File: src/include/sys16b_params.svh
// System 16B bus glue constants
`ifndef SYS16B_PARAMS_SVH
`define SYS16B_PARAMS_SVH

// Region indices into the active vector
// Regions 0 to 2 hold the program ROM
`define REG_RAM   3  // 68000 work RAM
`define REG_ORAM  4  // Object RAM
`define REG_VRAM  5  // Text/tile RAM with char RAM at A[16]
`define REG_PAL   6  // Color RAM
`define REG_IO    7  // I/O area

// Game ids that alter cabinet behavior
`define GAME_SDI      8'h01
`define GAME_PASSSHT  8'h02
`define GAME_BULLET   8'h11
`define GAME_PASSSHT2 8'h13
`define GAME_PASSSHT3 8'h18

// Decoded request buffer
`define FIFO_DEPTH 4

// ROM word address width, A[18:1]
`define ROM_AW 18

`endif

File: src/logic/sys16b_pkg.sv
// System 16B bus glue types
`include "sys16b_params.svh"

package sys16b_pkg;

    // One target per bus cycle
    typedef enum logic [3:0] {
        tgt_rom,
        tgt_char_ram,
        tgt_vram,
        tgt_work_ram,
        tgt_obj_ram,
        tgt_pal_ram,
        tgt_io,
        tgt_tbank,
        tgt_unmapped
    } bus_target_e;

    // CPU bus cycle as seen by the glue logic
    typedef struct packed {
        logic [23:1] addr;
        logic [7:0]  active;   // One-hot region
        logic        rnw;
        logic [1:0]  dsn;      // Active low UDS/LDS
        logic [15:0] wdata;
    } bus_req_t;

    // Memory targets carry an address and I/O reads carry data
    typedef union packed {
        logic [`ROM_AW-1:0] mem;
        struct packed {
            logic [1:0]  pad;
            logic [15:0] rdata;
        } data;
    } payload_u;

    typedef struct packed {
        bus_target_e target;
        logic        rnw;
        logic [1:0]  dsn;
        logic [1:0]  io_sel;   // A[13:12]
        logic [1:0]  port_sel; // A[2:1]
        logic [15:0] wdata;
        payload_u    map;
    } dec_req_t;

    typedef struct packed {
        bus_target_e target;
        logic        rnw;
        payload_u    payload;
    } bus_rsp_t;

    typedef struct packed {
        logic [7:0] joystick1;
        logic [7:0] joystick2;
        logic [7:0] joystick3;
        logic [3:0] start_button;
        logic [3:0] coin_input;
        logic       service;
        logic       dip_test;
        logic [7:0] dipsw_a;
        logic [7:0] dipsw_b;
    } cab_in_t;

endpackage

File: src/logic/bus_decoder.sv
// Region decoder and ROM bank mapper
`timescale 1ns/1ps
`include "sys16b_params.svh"

module bus_decoder
    import sys16b_pkg::*;
(
    input  logic       clk,
    input  logic       rst,
    input  logic [7:0] game_id,
    input  bus_req_t   req,
    input  logic       req_valid,
    output logic       req_ready,
    output dec_req_t   dec,
    output logic       dec_valid,
    input  logic       dec_ready
);

    logic [1:0]         act_enc;
    logic [`ROM_AW-1:0] rom_addr;
    bus_target_e        target;
    dec_req_t           dec_next;
    logic               accept;

    // Output stage can take a new cycle when empty or draining
    assign req_ready = !dec_valid || dec_ready;
    assign accept    = req_valid && req_ready;

    // Which of the three ROM regions is selected
    always_comb begin
        case (req.active[2:0])
            3'b010:  act_enc = 2'd1;
            3'b100:  act_enc = 2'd2;
            default: act_enc = 2'd0;
        endcase
    end

    // Bank mapping per PCB family
    always_comb begin
        casez (game_id[7:3])
            5'b001??: begin // 5797
                rom_addr = req.addr[18:1];
            end
            5'b00010: begin // 5358
                if (game_id == 8'h10 || game_id == 8'h1a) begin
                    rom_addr = {act_enc, req.addr[16:1]}; // Large ROM board
                end else begin
                    rom_addr = {1'b0, act_enc, req.addr[15:1]};
                end
            end
            5'b00001: begin // Korean bootleg
                rom_addr = {1'b0, req.addr[17:1]};
            end
            default: begin // 5521 and 5704
                rom_addr = {act_enc[0], req.addr[17:1]};
            end
        endcase
    end

    always_comb begin
        if (|req.active[2:0]) begin
            if (req.rnw) begin
                target = tgt_rom;
            end else if (req.active[2]) begin
                target = tgt_tbank; // Tile bank latch sits on ROM region 2
            end else begin
                target = tgt_unmapped;
            end
        end else if (req.active[`REG_RAM]) begin
            target = tgt_work_ram;
        end else if (req.active[`REG_ORAM]) begin
            target = tgt_obj_ram;
        end else if (req.active[`REG_VRAM]) begin
            target = req.addr[16] ? tgt_char_ram : tgt_vram;
        end else if (req.active[`REG_PAL]) begin
            target = tgt_pal_ram;
        end else if (req.active[`REG_IO]) begin
            target = tgt_io;
        end else begin
            target = tgt_unmapped;
        end
    end

    always_comb begin
        dec_next.target   = target;
        dec_next.rnw      = req.rnw;
        dec_next.dsn      = req.dsn;
        dec_next.io_sel   = req.addr[13:12];
        dec_next.port_sel = req.addr[2:1];
        dec_next.wdata    = req.wdata;
        dec_next.map.mem  = '0;
        case (target)
            tgt_rom: begin
                dec_next.map.mem = rom_addr;
            end
            tgt_char_ram, tgt_vram, tgt_work_ram, tgt_obj_ram, tgt_pal_ram: begin
                dec_next.map.mem = {1'b0, req.addr[17:1]};
            end
            default: begin
            end
        endcase
    end

    always_ff @(posedge clk or posedge rst) begin
        if (rst) begin
            dec_valid <= 1'b0;
        end else if (accept) begin
            dec_valid <= 1'b1;
        end else if (dec_ready) begin
            dec_valid <= 1'b0;
        end
    end

    always_ff @(posedge clk) begin
        if (accept) begin
            dec <= dec_next;
        end
    end

endmodule

File: src/logic/req_fifo.sv
// Decoded request buffer
`timescale 1ns/1ps
`include "sys16b_params.svh"

module req_fifo
    import sys16b_pkg::*;
(
    input  logic     clk,
    input  logic     rst,
    input  dec_req_t din,
    input  logic     din_valid,
    output logic     din_ready,
    output dec_req_t dout,
    output logic     dout_valid,
    input  logic     dout_ready
);

    localparam int PTR_W = $clog2(`FIFO_DEPTH);

    dec_req_t         mem [`FIFO_DEPTH];
    logic [PTR_W-1:0] wr_ptr;
    logic [PTR_W-1:0] rd_ptr;
    logic [PTR_W:0]   count;
    logic             wr_en;
    logic             rd_en;

    assign din_ready  = count != (PTR_W+1)'(`FIFO_DEPTH);
    assign dout_valid = count != '0;
    assign dout       = mem[rd_ptr]; // Head entry
    assign wr_en      = din_valid && din_ready;
    assign rd_en      = dout_valid && dout_ready;

    always_ff @(posedge clk) begin
        if (wr_en) begin
            mem[wr_ptr] <= din;
        end
    end

    always_ff @(posedge clk or posedge rst) begin
        if (rst) begin
            wr_ptr <= '0;
            rd_ptr <= '0;
            count  <= '0;
        end else begin
            if (wr_en) begin
                wr_ptr <= (wr_ptr == PTR_W'(`FIFO_DEPTH - 1)) ? '0 : wr_ptr + 1'b1;
            end
            if (rd_en) begin
                rd_ptr <= (rd_ptr == PTR_W'(`FIFO_DEPTH - 1)) ? '0 : rd_ptr + 1'b1;
            end
            case ({wr_en, rd_en})
                2'b10:   count <= count + 1'b1;
                2'b01:   count <= count - 1'b1;
                default: count <= count;
            endcase
        end
    end

endmodule

File: src/logic/io_port.sv
// I/O area and response stage
`timescale 1ns/1ps
`include "sys16b_params.svh"

module io_port
    import sys16b_pkg::*;
(
    input  logic       clk,
    input  logic       rst,
    input  logic [7:0] game_id,
    input  cab_in_t    cab,
    input  dec_req_t   req,
    input  logic       req_valid,
    output logic       req_ready,
    output bus_rsp_t   rsp,
    output logic       rsp_valid,
    input  logic       rsp_ready,
    output logic       flip,
    output logic       video_en,
    output logic [5:0] tile_bank
);

    logic       xfer;
    logic       game_bullet;
    logic       game_passsht;
    logic [7:0] sort1;
    logic [7:0] sort2;
    logic [7:0] sort3;
    logic [7:0] sys_byte;
    logic [7:0] cab_byte;
    payload_u   rsp_payload;

    // Joystick bit order as seen by the CPU
    function automatic logic [7:0] sort_joy(input logic [7:0] joy);
        return {joy[1:0], joy[3:2], joy[7], joy[5:4], joy[6]};
    endfunction

    // Bullet wiring swaps the nibbles
    function automatic logic [7:0] nib_swap(input logic [7:0] val);
        return {val[3:0], val[7:4]};
    endfunction

    assign req_ready = !rsp_valid || rsp_ready;
    assign xfer      = req_valid && req_ready;

    assign game_bullet  = game_id == `GAME_BULLET;
    assign game_passsht = game_id == `GAME_PASSSHT || game_id == `GAME_PASSSHT2 ||
                          game_id == `GAME_PASSSHT3;

    assign sort1 = sort_joy(cab.joystick1);
    assign sort2 = sort_joy(cab.joystick2);
    assign sort3 = sort_joy(cab.joystick3);

    always_comb begin
        sys_byte = {2'b11, cab.start_button[1:0], cab.service, cab.dip_test,
                    cab.coin_input[1:0]};
        if (game_bullet) begin
            sys_byte[7:6] = {cab.coin_input[2], cab.start_button[2]}; // Third player
        end else if (game_passsht) begin
            sys_byte[7:6] = cab.start_button[3:2];
        end
    end

    // Cabinet read byte with block 3 custom inputs reading all ones
    always_comb begin
        cab_byte = 8'hff;
        case (req.io_sel)
            2'd1: begin
                case (req.port_sel)
                    2'd0: cab_byte = sys_byte;
                    2'd1: cab_byte = game_bullet ? nib_swap(sort1) : sort1;
                    2'd2: cab_byte = game_bullet ? nib_swap(sort3) : 8'hff;
                    2'd3: cab_byte = game_bullet ? nib_swap(sort2) : sort2;
                endcase
            end
            2'd2: cab_byte = req.port_sel[0] ? cab.dipsw_a : cab.dipsw_b;
            default: begin
            end
        endcase
    end

    always_comb begin
        rsp_payload = '0;
        case (req.target)
            tgt_io: begin
                if (req.rnw) begin
                    rsp_payload.data.rdata = {8'hff, cab_byte}; // Upper byte floats high
                end
            end
            tgt_tbank, tgt_unmapped: begin
            end
            default: rsp_payload = req.map; // Mapped word address
        endcase
    end

    // Video control and tile bank latches
    always_ff @(posedge clk or posedge rst) begin
        if (rst) begin
            flip      <= 1'b0;
            video_en  <= 1'b1;
            tile_bank <= '0;
        end else if (xfer && !req.rnw && !req.dsn[0]) begin
            if (req.target == tgt_io && req.io_sel == 2'd0) begin
                flip     <= req.wdata[6];
                video_en <= req.wdata[5];
            end
            if (req.target == tgt_tbank) begin
                if (req.port_sel[0]) begin
                    tile_bank[5:3] <= req.wdata[2:0];
                end else begin
                    tile_bank[2:0] <= req.wdata[2:0];
                end
            end
        end
    end

    always_ff @(posedge clk or posedge rst) begin
        if (rst) begin
            rsp_valid <= 1'b0;
        end else if (xfer) begin
            rsp_valid <= 1'b1;
        end else if (rsp_ready) begin
            rsp_valid <= 1'b0;
        end
    end

    always_ff @(posedge clk) begin
        if (xfer) begin
            rsp.target  <= req.target;
            rsp.rnw     <= req.rnw;
            rsp.payload <= rsp_payload;
        end
    end

endmodule

File: src/logic/sys16b_io_top.sv
// System 16B bus glue top level
`timescale 1ns/1ps

module sys16b_io_top
    import sys16b_pkg::*;
(
    input  logic       clk,
    input  logic       rst,
    input  logic [7:0] game_id,
    input  cab_in_t    cab,
    input  bus_req_t   req,
    input  logic       req_valid,
    output logic       req_ready,
    output bus_rsp_t   rsp,
    output logic       rsp_valid,
    input  logic       rsp_ready,
    output logic       flip,
    output logic       video_en,
    output logic [5:0] tile_bank
);

    dec_req_t dec;
    logic     dec_valid;
    logic     dec_ready;
    dec_req_t fifo_out;
    logic     fifo_valid;
    logic     fifo_ready;

    bus_decoder bus_decoder_inst (
        .clk       (clk),
        .rst       (rst),
        .game_id   (game_id),
        .req       (req),
        .req_valid (req_valid),
        .req_ready (req_ready),
        .dec       (dec),
        .dec_valid (dec_valid),
        .dec_ready (dec_ready)
    );

    // Holds decoded cycles while the response side stalls
    req_fifo req_fifo_inst (
        .clk        (clk),
        .rst        (rst),
        .din        (dec),
        .din_valid  (dec_valid),
        .din_ready  (dec_ready),
        .dout       (fifo_out),
        .dout_valid (fifo_valid),
        .dout_ready (fifo_ready)
    );

    io_port io_port_inst (
        .clk       (clk),
        .rst       (rst),
        .game_id   (game_id),
        .cab       (cab),
        .req       (fifo_out),
        .req_valid (fifo_valid),
        .req_ready (fifo_ready),
        .rsp       (rsp),
        .rsp_valid (rsp_valid),
        .rsp_ready (rsp_ready),
        .flip      (flip),
        .video_en  (video_en),
        .tile_bank (tile_bank)
    );

endmodule

File: config.mk
export PLATFORM = sky130hd
export DESIGN_NAME = sys16b_io_top
export DESIGN_NICKNAME = d
export VERILOG_FILES = /design/src/logic/sys16b_pkg.sv /design/src/logic/bus_decoder.sv /design/src/logic/req_fifo.sv /design/src/logic/io_port.sv /design/src/logic/sys16b_io_top.sv
export VERILOG_INCLUDE_DIRS = /design/src /design/src/include
export SDC_FILE = /design/constraint.sdc
export NUM_CORES = 1
export LEC_CHECK = 0
export ABC_AREA = 1
export ABC_CLOCK_PERIOD_IN_PS = 3700
export BUFFER_PORTS_ARGS = -buffer_cell sky130_fd_sc_hd__buf_2
export CORE_ASPECT_RATIO = 0.75
export CORE_UTILIZATION = 45
export CTS_CLUSTER_SIZE = 14
export DETAILED_ROUTE_END_ITERATION = 7
export GPL_TIMING_DRIVEN = 0
export MAX_ROUTING_LAYER = met4
export PLACE_DENSITY = 0.77
export REMOVE_ABC_BUFFERS = 1
export SYNTH_ARGS = -nofsm -noshare
export SYNTH_HDL_FRONTEND = slang
export SYNTH_SLANG_ARGS = --single-unit
export TNS_END_PERCENT = 20
File: constraint.sdc
create_clock -name clk -period 3.7 [get_ports clk]
set_clock_uncertainty 0.2 [all_clocks]
set_input_delay 0.37 -clock clk [delete_from_list [all_inputs] [get_ports clk]]
set_output_delay 0.37 -clock clk [all_outputs]
set_load 0.005 [all_outputs]
==> results of run 1 <==
==> worst max-delay path, cell delays in order, from the launching register on <==
cell	delay (ns)
dfrtp_2	0.75
buf_12	0.28
inv_4	0.27
nand2_1	0.14
nand3_1	0.10
nand2_2	0.44
clkinv_2	0.30
o21ai_1	0.19
o21ai_0	0.09
inv_1	0.07
nand2_1	0.06
nand2_1	0.09
nand2_1	0.07
==> cell usage after synthesis, drive strengths merged, types with 3 or more instances <==
cell type and number:
o211ai 7, nand3 44, edfxtp 188, nor3 3
a21oi 24, inv 87, clkbuf 12, o21ai 85
nand4 3, a32o 11, nor2 86, ha 9
o22ai 12, nand2 192, dfrtp 16, buf 19
nand3b 12
==> final cells by class <==
cell class,instances,area [um^2],share of cell area (%)
flip-flops and latches,205,6075,55.83
multi-input cells,502,2572,23.64
repair buffers,154,993.5,9.131
clock buffers,27,535.5,4.922
inverters,88,336.6,3.093
well taps,253,316.6,2.909
clock inverters,5,51.30,0.4715
==> cells by family after synthesis <==
group | after synthesis | share of synthesized area [%]
flip-flops | 205 | 66.67
AO/OA/AOI/OAI | 149 | 10.24
buffers and inverters | 119 | 5.605
AND/OR/NAND/NOR | 341 | 15.84
XOR/XNOR | 2 | 0.1924
adder cells (fa/ha/maj) | 10 | 1.456
==> flip-flops by register name, summed over array words and instances, names as in the netlist <==
register,count
io_port_inst.flip,1
bus_decoder_inst.dec_valid,1
req_fifo_inst.wr_ptr,2
io_port_inst.tile_bank,6
bus_decoder_inst.dec,33
req_fifo_inst.count,3
io_port_inst.video_en,1
io_port_inst.rsp,23
req_fifo_inst.mem,132
io_port_inst.rsp_valid,1
req_fifo_inst.rd_ptr,2
==> power breakdown <==
group          switching (uW)  internal (uW)  total, uW
registers                 326           3360       3680
logic                    2120           1110       3240
clock network             794           1080       1870
total                    3240           5550       8790
==> what timing repair did <==
item / in CTS / in global routing
pin swaps: 0 / 0
hold endpoints to repair: 37 / 0
resized for setup: 2 / 1
hold buffers: 22 / 0
setup endpoints to repair: 9 / 6
==> metal layers <==
metal	global-route usage, %	vias to the layer above
li1	-	3141
met5	-	-
met2	32.14	236
met1	27.36	3053
met3	2.532	38
met4	5.719	0
==> how the worst max path moves through the flow <==
| stage | end | from | slack, ns | cells past startpoint |
|---|---|---|---|---|
| floorplan | io_port_inst.rsp[0]$_DFFE_PP_ | req_fifo_inst.rd_ptr[0]$_DFFE_PP0P_ | 0.06 | 8 |
| global placement | io_port_inst.rsp[3]$_DFFE_PP_ | req_fifo_inst.rd_ptr[0]$_DFFE_PP0P_ | -1.48 | 9 |
| detailed placement | io_port_inst.rsp[3]$_DFFE_PP_ | req_fifo_inst.rd_ptr[1]$_DFFE_PP0P_ | -0.26 | 9 |
| CTS | io_port_inst.rsp[3]$_DFFE_PP_ | req_fifo_inst.rd_ptr[0]$_DFFE_PP0P_ | 0.21 | 9 |
| global route | io_port_inst.rsp[5]$_DFFE_PP_ | req_fifo_inst.rd_ptr[0]$_DFFE_PP0P_ | 0.17 | 12 |
| finish | io_port_inst.rsp[5]$_DFFE_PP_ | req_fifo_inst.rd_ptr[0]$_DFFE_PP0P_ | 0.36 | 12 |
==> through the flow <==
| stage | hold slack [ns] | instance area [um^2] |
|---|---|---|
| floorplan | 0.09534 | 8931 |
| detailed placement | 0.2576 | 10060 |
| global route | 0.01725 | 10880 |
| global placement | 0.2577 | 9878 |
| CTS | 0.004639 | 10870 |
| finish | 0.009050 | 10880 |
==> flow_metrics.tcl, run 1 <==
set metrics [dict create \
    layout_common_cells "nand2_1 (188), edfxtp_1 (188), buf_2 (126)" \
    via_count 6468 \
    hold_viol 0 \
    hold_end "bus_decoder_inst.dec[6]$_DFFE_PP_" \
    whs_path_depth 3 \
    dieArea_um2 20820 \
    syn_area_um2 9107 \
    grt_max_degree 68 \
    critical_path_class "reg2reg" \
    fin_crit_ns 3.337 \
    htreeDepth 1 \
    cts_buffer_depth 3 \
    yosys_warnings 0 \
    top_layer "met4" \
    violations "design-rule violations" \
    reg2regPathDepth 12 \
    reg2reg_from "req_fifo_inst.rd_ptr[0]$_DFFE_PP0P_" \
    num_antenna_cells 0 \
    drt_first_pass_iters 7 \
    io_buffer_count 126 \
    globalplace.congestion 0.8421 \
    grt_usage_pct 20.16 \
    cp.required_ns 3.74 \
    setup_viol 0 \
    dpl.hpwl_um 13270 \
    tns_ns 0 \
    powerDensity_nw_per_um2 807.6 \
    row_count 44 \
    hp-class "in2reg" \
    drive_gt1_share_pct 20.39 \
    worstMarginPinSlew_ns 1.125 \
    drt-total-wl_um 20210 \
    synth_cell_types 46 \
    synth.area.top_cells "edfxtp_1 (62%), nand2_1 (7.8%), dfrtp_1 (4.4%)" \
    cts_buffers 19 \
    ant_nets 0 \
    grt_pass1_vias 6066 \
    top_level_ports 145 \
    ys_seq_elements 205 \
    drc 6 \
    synth_top_area_share_pct 61.99 \
    setup.worst_path.end_class "flop" \
    max_freq_ghz 0.2997 \
    dieWidth_um 166.3 \
    slew_violations 0 \
    grt_pass1_wl_um 31660 \
    worst_setup_path_start_kind "flop" \
    drt-met1-wl_um 8930 \
    hp-start "req[33]" \
    worst-path-max-fanout 67 \
    dr_wl_met3_um 1438 \
    routed_via_density 5.241 \
    antenna_found_initial 0 \
    fin_crit_sh_pct 90.19 \
    area_growth_syn_to_layout_pct 19.47 \
    status "finished with violations" \
    ys_seq_area_share_pct 66.67 \
    grt_setup_unrepaired "no" \
    place_inst 1180 \
    dr_wl_met2_um 9333 \
    p_leak_uw 0.004456 \
    cp.arrival_ns 3.37 \
    final_nets 1092 \
    gr-total-overflow 0 \
    coreArea_um2 19600 \
    cts_sinks 205 \
    vdd_drop_max_v 0.0004337 \
    synth_edf_count 188 \
    fillerInstances 1609 \
    clkSlewWorstSetupHoldPaths_ns 0.06 \
    syn_inst 826 \
    finalPower_uw 8787 \
    fp.dieH_um 125.2 \
    ys.flop_type "edfxtp_1" \
    r2r_setup_slack_ns 0.36 \
    avgSynthCellArea_um2 11.03 \
    setup_ws_ns 0.3631 \
    wl_per_cell_um 16.38 \
    final_util_pct 55.52 \
    clk_latency_ns 0.49 \
    async_reset_ff_share_pct 8.293 \
    post_cts_buffers 0 \
    max-slew-margin-rel_pct 24.53 \
    drt_first_iter_violations 534 \
    cts_tree "built" \
    post-place-ws_ns -0.2576 \
    maxCapViolations 0 \
    start_util_pct 46.47 \
    cts_root_buf "clkbuf_16" \
    yosys.area.top_type "edfxtp_1" \
    worstReg2RegEnd "io_port_inst.rsp[5]$_DFFE_PP_" \
    instances_no_fill 1234 \
]
Note: power is estimated with default switching activity, not from simulation.
==> run 2, diff against run 1 <==
--- a/config.mk
+++ b/config.mk
@@ -7,16 +7,18 @@
 export NUM_CORES = 1
 export LEC_CHECK = 0
 export ABC_AREA = 1
-export ABC_CLOCK_PERIOD_IN_PS = 3700
 export BUFFER_PORTS_ARGS = -buffer_cell sky130_fd_sc_hd__buf_2
+export CELL_PAD_IN_SITES_DETAIL_PLACEMENT = 1
+export CELL_PAD_IN_SITES_GLOBAL_PLACEMENT = 2
 export CORE_ASPECT_RATIO = 0.75
-export CORE_UTILIZATION = 45
+export CORE_UTILIZATION = 37
 export CTS_CLUSTER_SIZE = 14
 export DETAILED_ROUTE_END_ITERATION = 7
 export GPL_TIMING_DRIVEN = 0
 export MAX_ROUTING_LAYER = met4
-export PLACE_DENSITY = 0.77
+export PLACE_DENSITY = 0.91
 export REMOVE_ABC_BUFFERS = 1
+export SLEW_MARGIN = 10
 export SYNTH_ARGS = -nofsm -noshare
 export SYNTH_HDL_FRONTEND = slang
 export SYNTH_SLANG_ARGS = --single-unit
==> run 2 against run 1 <==
  * Sequential power is essentially flat
  * Final cell count up 7.2%
  * The flow now finishes without violations
  * Non-clock buffer count grew 3
  * Critical path type unchanged
  * Via count is 1.1% higher
  * Sequential share of layout area shrank 1.6 points
  * Combinational power rose by 3%
==> flow_metrics.tcl, run 2 (synthesis gave the netlist of run 1 again) <==
set metrics [dict create \
    slowest_delay_ns 0.57 \
    worst-path-max-fanout 67 \
    vdd_drop_max_v 0.0003245 \
    drt_first_pass_iters 7 \
    cts_buffer_depth 3 \
    cp_slowest_cell "dfrtp_2" \
    final_nets 1098 \
    largest-register "req_fifo_inst.mem" \
    layout_common_cells "nand2_1 (188), edfxtp_1 (188), buf_2 (126)" \
    critical_path_class "reg2reg" \
    clkPwrFrac_pct 25.0 \
    cts_buffers 22 \
    start_util_pct 37.80 \
    io_buffer_count 126 \
    multi_input_area_um2 2572 \
    worstMarginPinSlew_ns 1.139 \
    wl_per_cell_um 18.10 \
    fp.dieH_um 137.9 \
    gr-total-overflow 0 \
    hold_end "bus_decoder_inst.dec[3]$_DFFE_PP_" \
    num_antenna_cells 0 \
    clk_latency_ns 0.50 \
    routed_via_density 4.945 \
    p_int_uw 5931 \
    place_inst 1260 \
    drt-total-wl_um 23950 \
    globalplace.congestion 0.7682 \
    fin_crit_sh_pct 92.16 \
    regArea_um2 6075 \
    row_count 49 \
    grt_usage_pct 20.05 \
    pwr-share-comb_pct 35.6 \
    drc 0 \
    hold_viol 0 \
    largest_reg_flops 132 \
    whs_path_depth 3 \
    grt_setup_unrepaired "no" \
    r2r_setup_slack_ns 0.29 \
    powerDensity_nw_per_um2 839.9 \
    grt_max_degree 68 \
    max_freq_ghz 0.2933 \
    grt_pass1_vias 7020 \
    worstPathCellList "buf_12 > inv_4 > nand2_1 > a32oi_1 > inv_1 > ha_1 > o21ai_0 > inv_1 > nand2_1 > nand2_1 > nand2_1" \
    clkSlewWorstSetupHoldPaths_ns 0.06 \
    instances_no_fill 1323 \
    dieWidth_um 183.2 \
    tns_ns 0 \
    setup_ws_ns 0.2902 \
    dpl.hpwl_um 15930 \
    via_count 6542 \
    final_util_pct 46.50 \
    p_sw_share_pct 36.98 \
    fin_crit_ns 3.410 \
    cts_sinks 205 \
    dieArea_um2 25250 \
    ant_nets 0 \
    coreArea_um2 24090 \
    setup.worst_path.end_class "flop" \
    antenna_found_initial 0 \
    maxCapViolations 0 \
    grt_pass1_wl_um 37370 \
    reg2reg_from "req_fifo_inst.rd_ptr[0]$_DFFE_PP0P_" \
    top_level_ports 145 \
    max-slew-margin-rel_pct 23.64 \
    status "finished clean" \
    cts_tree "built" \
    crit_top_cell "nand2_1" \
    area_growth_syn_to_layout_pct 23.03 \
    reg2regPathDepth 11 \
    worstReg2RegEnd "io_port_inst.rsp[0]$_DFFE_PP_" \
    reg_top3 "req_fifo_inst.mem x132, bus_decoder_inst.dec x33, io_port_inst.rsp x23" \
    cts_root_buf "clkbuf_16" \
    setup_viol 0 \
    worst_setup_path_start_kind "flop" \
    drive_gt1_share_pct 21.57 \
    fillerInstances 2659 \
    power_switching_uw 3480 \
    cp.arrival_ns 3.45 \
    post-place-ws_ns -0.2032 \
    p_leak_uw 0.004567 \
    p_seq_share_pct 39.3 \
    timing.hold.ws_ns 0.02895 \
    cp.required_ns 3.74 \
    drt_first_iter_violations 368 \
    hp-start "req[30]" \
    slew_violations 0 \
    htreeDepth 1 \
    hp-class "in2reg" \
]
-- run 2: cell types whose count changed in the layout (fill, tap and decap cells not counted), moves of 2 or more --
cell / change
clkinv_2: +5
buf_12: +2
bufinv_16: +3
clkinvlp_4: +2
clkbuf_1: -3
clkbuf_16: +4
-- run 2: critical path: cells and delay by family (launching register included) --
family / cells / cell delay (ns)
buf+inv: 4 / 1.02
simple gates: 4 / 0.34
fa+ha+maj: 1 / 0.49
flops: 1 / 0.57
compound gates: 2 / 0.48
-- run 2: power by group through the flow --
| stage | Sequential, uW | Combinational [uW] | Clock, uW |
|---|---|---|---|
| 6_report | 3700 | 3350 | 2360 |
| 5_1_grt | 3760 | 3710 | 2470 |
| 4_1_cts | 3700 | 3390 | 2390 |
| 3_5_place_dp | 3740 | 3340 | 0 |
| 3_3_place_gp | 3810 | 2970 | 0 |
| 2_1_floorplan | 3700 | 1990 | 0 |
-- run 2: area by class of cell --
type                    count  share of cell area, %
clock buffers              27                  5.449
multi-input cells         502                  22.96
well taps                 331                  3.696
repair buffers            157                  9.168
flip-flops and latches    205                  54.22
clock inverters            13                  1.508
inverters                  88                  3.004
-- run 2: worst max path at each step --
stage,startpoint,to,slack [ns],cells after the start
floorplan,req_fifo_inst.rd_ptr[0]$_DFFE_PP0P_,io_port_inst.rsp[0]$_DFFE_PP_,0.06,8
global placement,req_fifo_inst.rd_ptr[0]$_DFFE_PP0P_,io_port_inst.rsp[0]$_DFFE_PP_,-1.61,8
detailed placement,req_fifo_inst.rd_ptr[0]$_DFFE_PP0P_,io_port_inst.rsp[0]$_DFFE_PP_,-0.20,9
CTS,req_fifo_inst.rd_ptr[0]$_DFFE_PP0P_,io_port_inst.rsp[0]$_DFFE_PP_,0.14,9
global route,req_fifo_inst.rd_ptr[0]$_DFFE_PP0P_,io_port_inst.rsp[0]$_DFFE_PP_,0.10,11
finish,req_fifo_inst.rd_ptr[0]$_DFFE_PP0P_,io_port_inst.rsp[0]$_DFFE_PP_,0.29,11
-- run 2: timing repair --
action / 4_1_cts / 5_1_grt
hold endpoints to repair: 39 / 0
hold buffers: 23 / 0
buffers inserted: 0 / 0
gates resized for setup: 1 / 1
endpoints found under the setup margin: 8 / 8
-- run 2: through the flow --
step	power (uW)	instance area, um^2
floorplan	5686	8931
finish	9410	11200
detailed placement	7082	10190
global route	9941	11200
CTS	9484	11200
global placement	6783	9976
-- run 2: per-layer routing --
| layer | up-vias | wire length [um] | track usage, % |
|---|---|---|---|
| li1 | 3152 | - | - |
| met1 | 3229 | 11000 | 25.03 |
| met2 | 124 | 11740 | 34.90 |
| met3 | 37 | 859 | 2.994 |
| met4 | 0 | 351 | 4.213 |
| met5 | - | 0 | - |
==> run 3, diff against run 2 <==
--- a/config.mk
+++ b/config.mk
@@ -7,7 +7,7 @@
 export NUM_CORES = 1
 export LEC_CHECK = 0
 export ABC_AREA = 1
-export BUFFER_PORTS_ARGS = -buffer_cell sky130_fd_sc_hd__buf_2
+export BUFFER_PORTS_ARGS = -buffer_cell sky130_fd_sc_hd__buf_4
 export CELL_PAD_IN_SITES_DETAIL_PLACEMENT = 1
 export CELL_PAD_IN_SITES_GLOBAL_PLACEMENT = 2
 export CORE_ASPECT_RATIO = 0.75
==> run 3 against run 2 <==
  * Final area increased by 2.0%
  * First-iteration DRC count decreased by 3.8%
  * Combinational power increased by 4%
  * Final cell count about the same
  * Die area unchanged
  * Via count increased by 1.5%
  * Worst hold slack got worse by 0.0061 ns
  * Non-clock buffer count increased by 1
  * Sequential power about the same
  * Sequential cell count unchanged
  * Worst setup slack improved by 0.0076 ns
==> flow_metrics.tcl, run 3 (synthesis gave the netlist of run 1 again) <==
set metrics [dict create \
    status "finished clean" \
    cts_tree "built" \
    antenna_found_initial 0 \
    finalPower_uw 9294 \
    grt_util_met1_pct 25.75 \
    grt_usage_pct 19.85 \
    hp-class "in2reg" \
    setup.worst_path.end_class "flop" \
    drt_first_iter_violations 354 \
    drt_first_pass_iters 5 \
    worstMarginPinSlew_ns 1.137 \
    start_util_pct 37.80 \
    reg_top3 "req_fifo_inst.mem x132, bus_decoder_inst.dec x33, io_port_inst.rsp x23" \
    whs_path_depth 3 \
    critical_path_class "reg2reg" \
    setup_viol 0 \
    maxCapViolations 0 \
    max_freq_ghz 0.2939 \
    dieArea_um2 25250 \
    largest_reg_flops 132 \
    clkSlewWorstSetupHoldPaths_ns 0.06 \
    coreArea_um2 24090 \
    dpl.hpwl_um 16100 \
    vdd_drop_max_v 0.0003846 \
    grt_max_degree 68 \
    dieWidth_um 183.2 \
    htreeDepth 1 \
    cts_root_buf "clkbuf_16" \
    fin_crit_sh_pct 91.95 \
    slew_violations 0 \
    wl_per_cell_um 18.01 \
    layout_common_cells "nand2_1 (188), edfxtp_1 (188), buf_4 (126)" \
    fillerInstances 2651 \
    busiest_layer "met2" \
    globalplace.congestion 0.7708 \
    drt-total-wl_um 23810 \
    drive_gt1_share_pct 20.89 \
    place_inst 1260 \
    final_util_pct 47.44 \
    io_buffer_count 126 \
    timing.hold.ws_ns 0.02283 \
    grt_use_met3_pct 2.679 \
    cts_buffer_depth 3 \
    grt_pass1_wl_um 37250 \
    max-slew-margin-rel_pct 23.75 \
    routed_via_density 5.024 \
    cts_buffers 21 \
    area_growth_syn_to_layout_pct 25.51 \
    hp-start "req[30]" \
    reg2reg_from "req_fifo_inst.rd_ptr[1]$_DFFE_PP0P_" \
    ant_nets 0 \
    drc 0 \
    clk_latency_ns 0.50 \
    p_leak_uw 0.004626 \
    reg2regPathDepth 9 \
    fp.dieH_um 137.9 \
    grt_setup_unrepaired "no" \
    setup_ws_ns 0.2978 \
    instances_no_fill 1322 \
    fin_crit_ns 3.402 \
    post-place-ws_ns -0.3187 \
    top_level_ports 145 \
    num_antenna_cells 0 \
    gr-total-overflow 0 \
    cts_sinks 205 \
    grt_pass1_vias 6990 \
    powerDensity_nw_per_um2 813.1 \
    use_met2_pct 33.80 \
    via_count 6642 \
    worst_setup_path_start_kind "flop" \
    crit_start "req_fifo_inst.rd_ptr[1]$_DFFE_PP0P_" \
    final_nets 1098 \
    hold_viol 0 \
    cp.required_ns 3.73 \
    worst-path-max-fanout 38 \
    largest-register "req_fifo_inst.mem" \
    cp.arrival_ns 3.43 \
    row_count 49 \
]
-- run 3: stage by stage --
| stage | setup TNS, ns | area [um^2] |
|---|---|---|
| 6_report | 0 | 11430 |
| 5_1_grt | 0 | 11430 |
| 4_1_cts | 0 | 11430 |
| 3_5_place_dp | -2.104 | 10500 |
| 3_3_place_gp | -55.64 | 10290 |
| 2_1_floorplan | 0 | 8931 |
-- run 3: final timing paths --
kind,to,slack (ns)
max,io_port_inst.rsp[0]$_DFFE_PP_,0.30
min,bus_decoder_inst.dec[3]$_DFFE_PP_,0.02
max reg2reg,io_port_inst.rsp[0]$_DFFE_PP_,0.30
min in group asynchronous,bus_decoder_inst.dec_valid$_DFFE_PP0P_,0.37
min reg2reg,io_port_inst.tile_bank[5]$_DFFE_PP0P_,0.29
max in group asynchronous,req_fifo_inst.rd_ptr[0]$_DFFE_PP0P_,2.44
-- run 3: layout make-up --
type	instances	area [um^2]	share of cell area [%]
Sequential cell	205	6075	53.14
Clock inverter	11	115.1	1.007
Multi-Input combinational cell	502	2572	22.50
Tap cell	331	414.1	3.623
Clock buffer	27	569.3	4.980
Timing Repair Buffer	158	1349	11.80
Inverter	88	336.6	2.944
-- run 3: critical path, stage by stage (launching register included) --
cell and delay [ns]:
dfrtp_2 0.90, inv_2 0.50, a32oi_1 0.40, inv_1 0.11, ha_1 0.54, o21ai_0 0.18, inv_1 0.08, nand2_1 0.05
nand2_1 0.06, nand2_1 0.08
-- run 3: power breakdown --
group | internal [uW] | total (uW) | switching [uW]
logic | 1220 | 3480 | 2260
clock network | 1240 | 2110 | 876
registers | 3360 | 3700 | 339
total | 5820 | 9290 | 3470
-- run 3: repair_timing --
action,in CTS,in global routing
hold buffers,24,0
endpoints found under the setup margin,8,7
setup buffers,0,0
hold endpoints to repair,39,0
gates resized for setup,1,1
-- run 3: per-layer routing --
layer / wire length, um / vias to the layer above
met2: 11410 / 160
met3: 1044 / 39
met5: 0 / -
met1: 11010 / 3285
li1: - / 3158
met4: 353 / 0
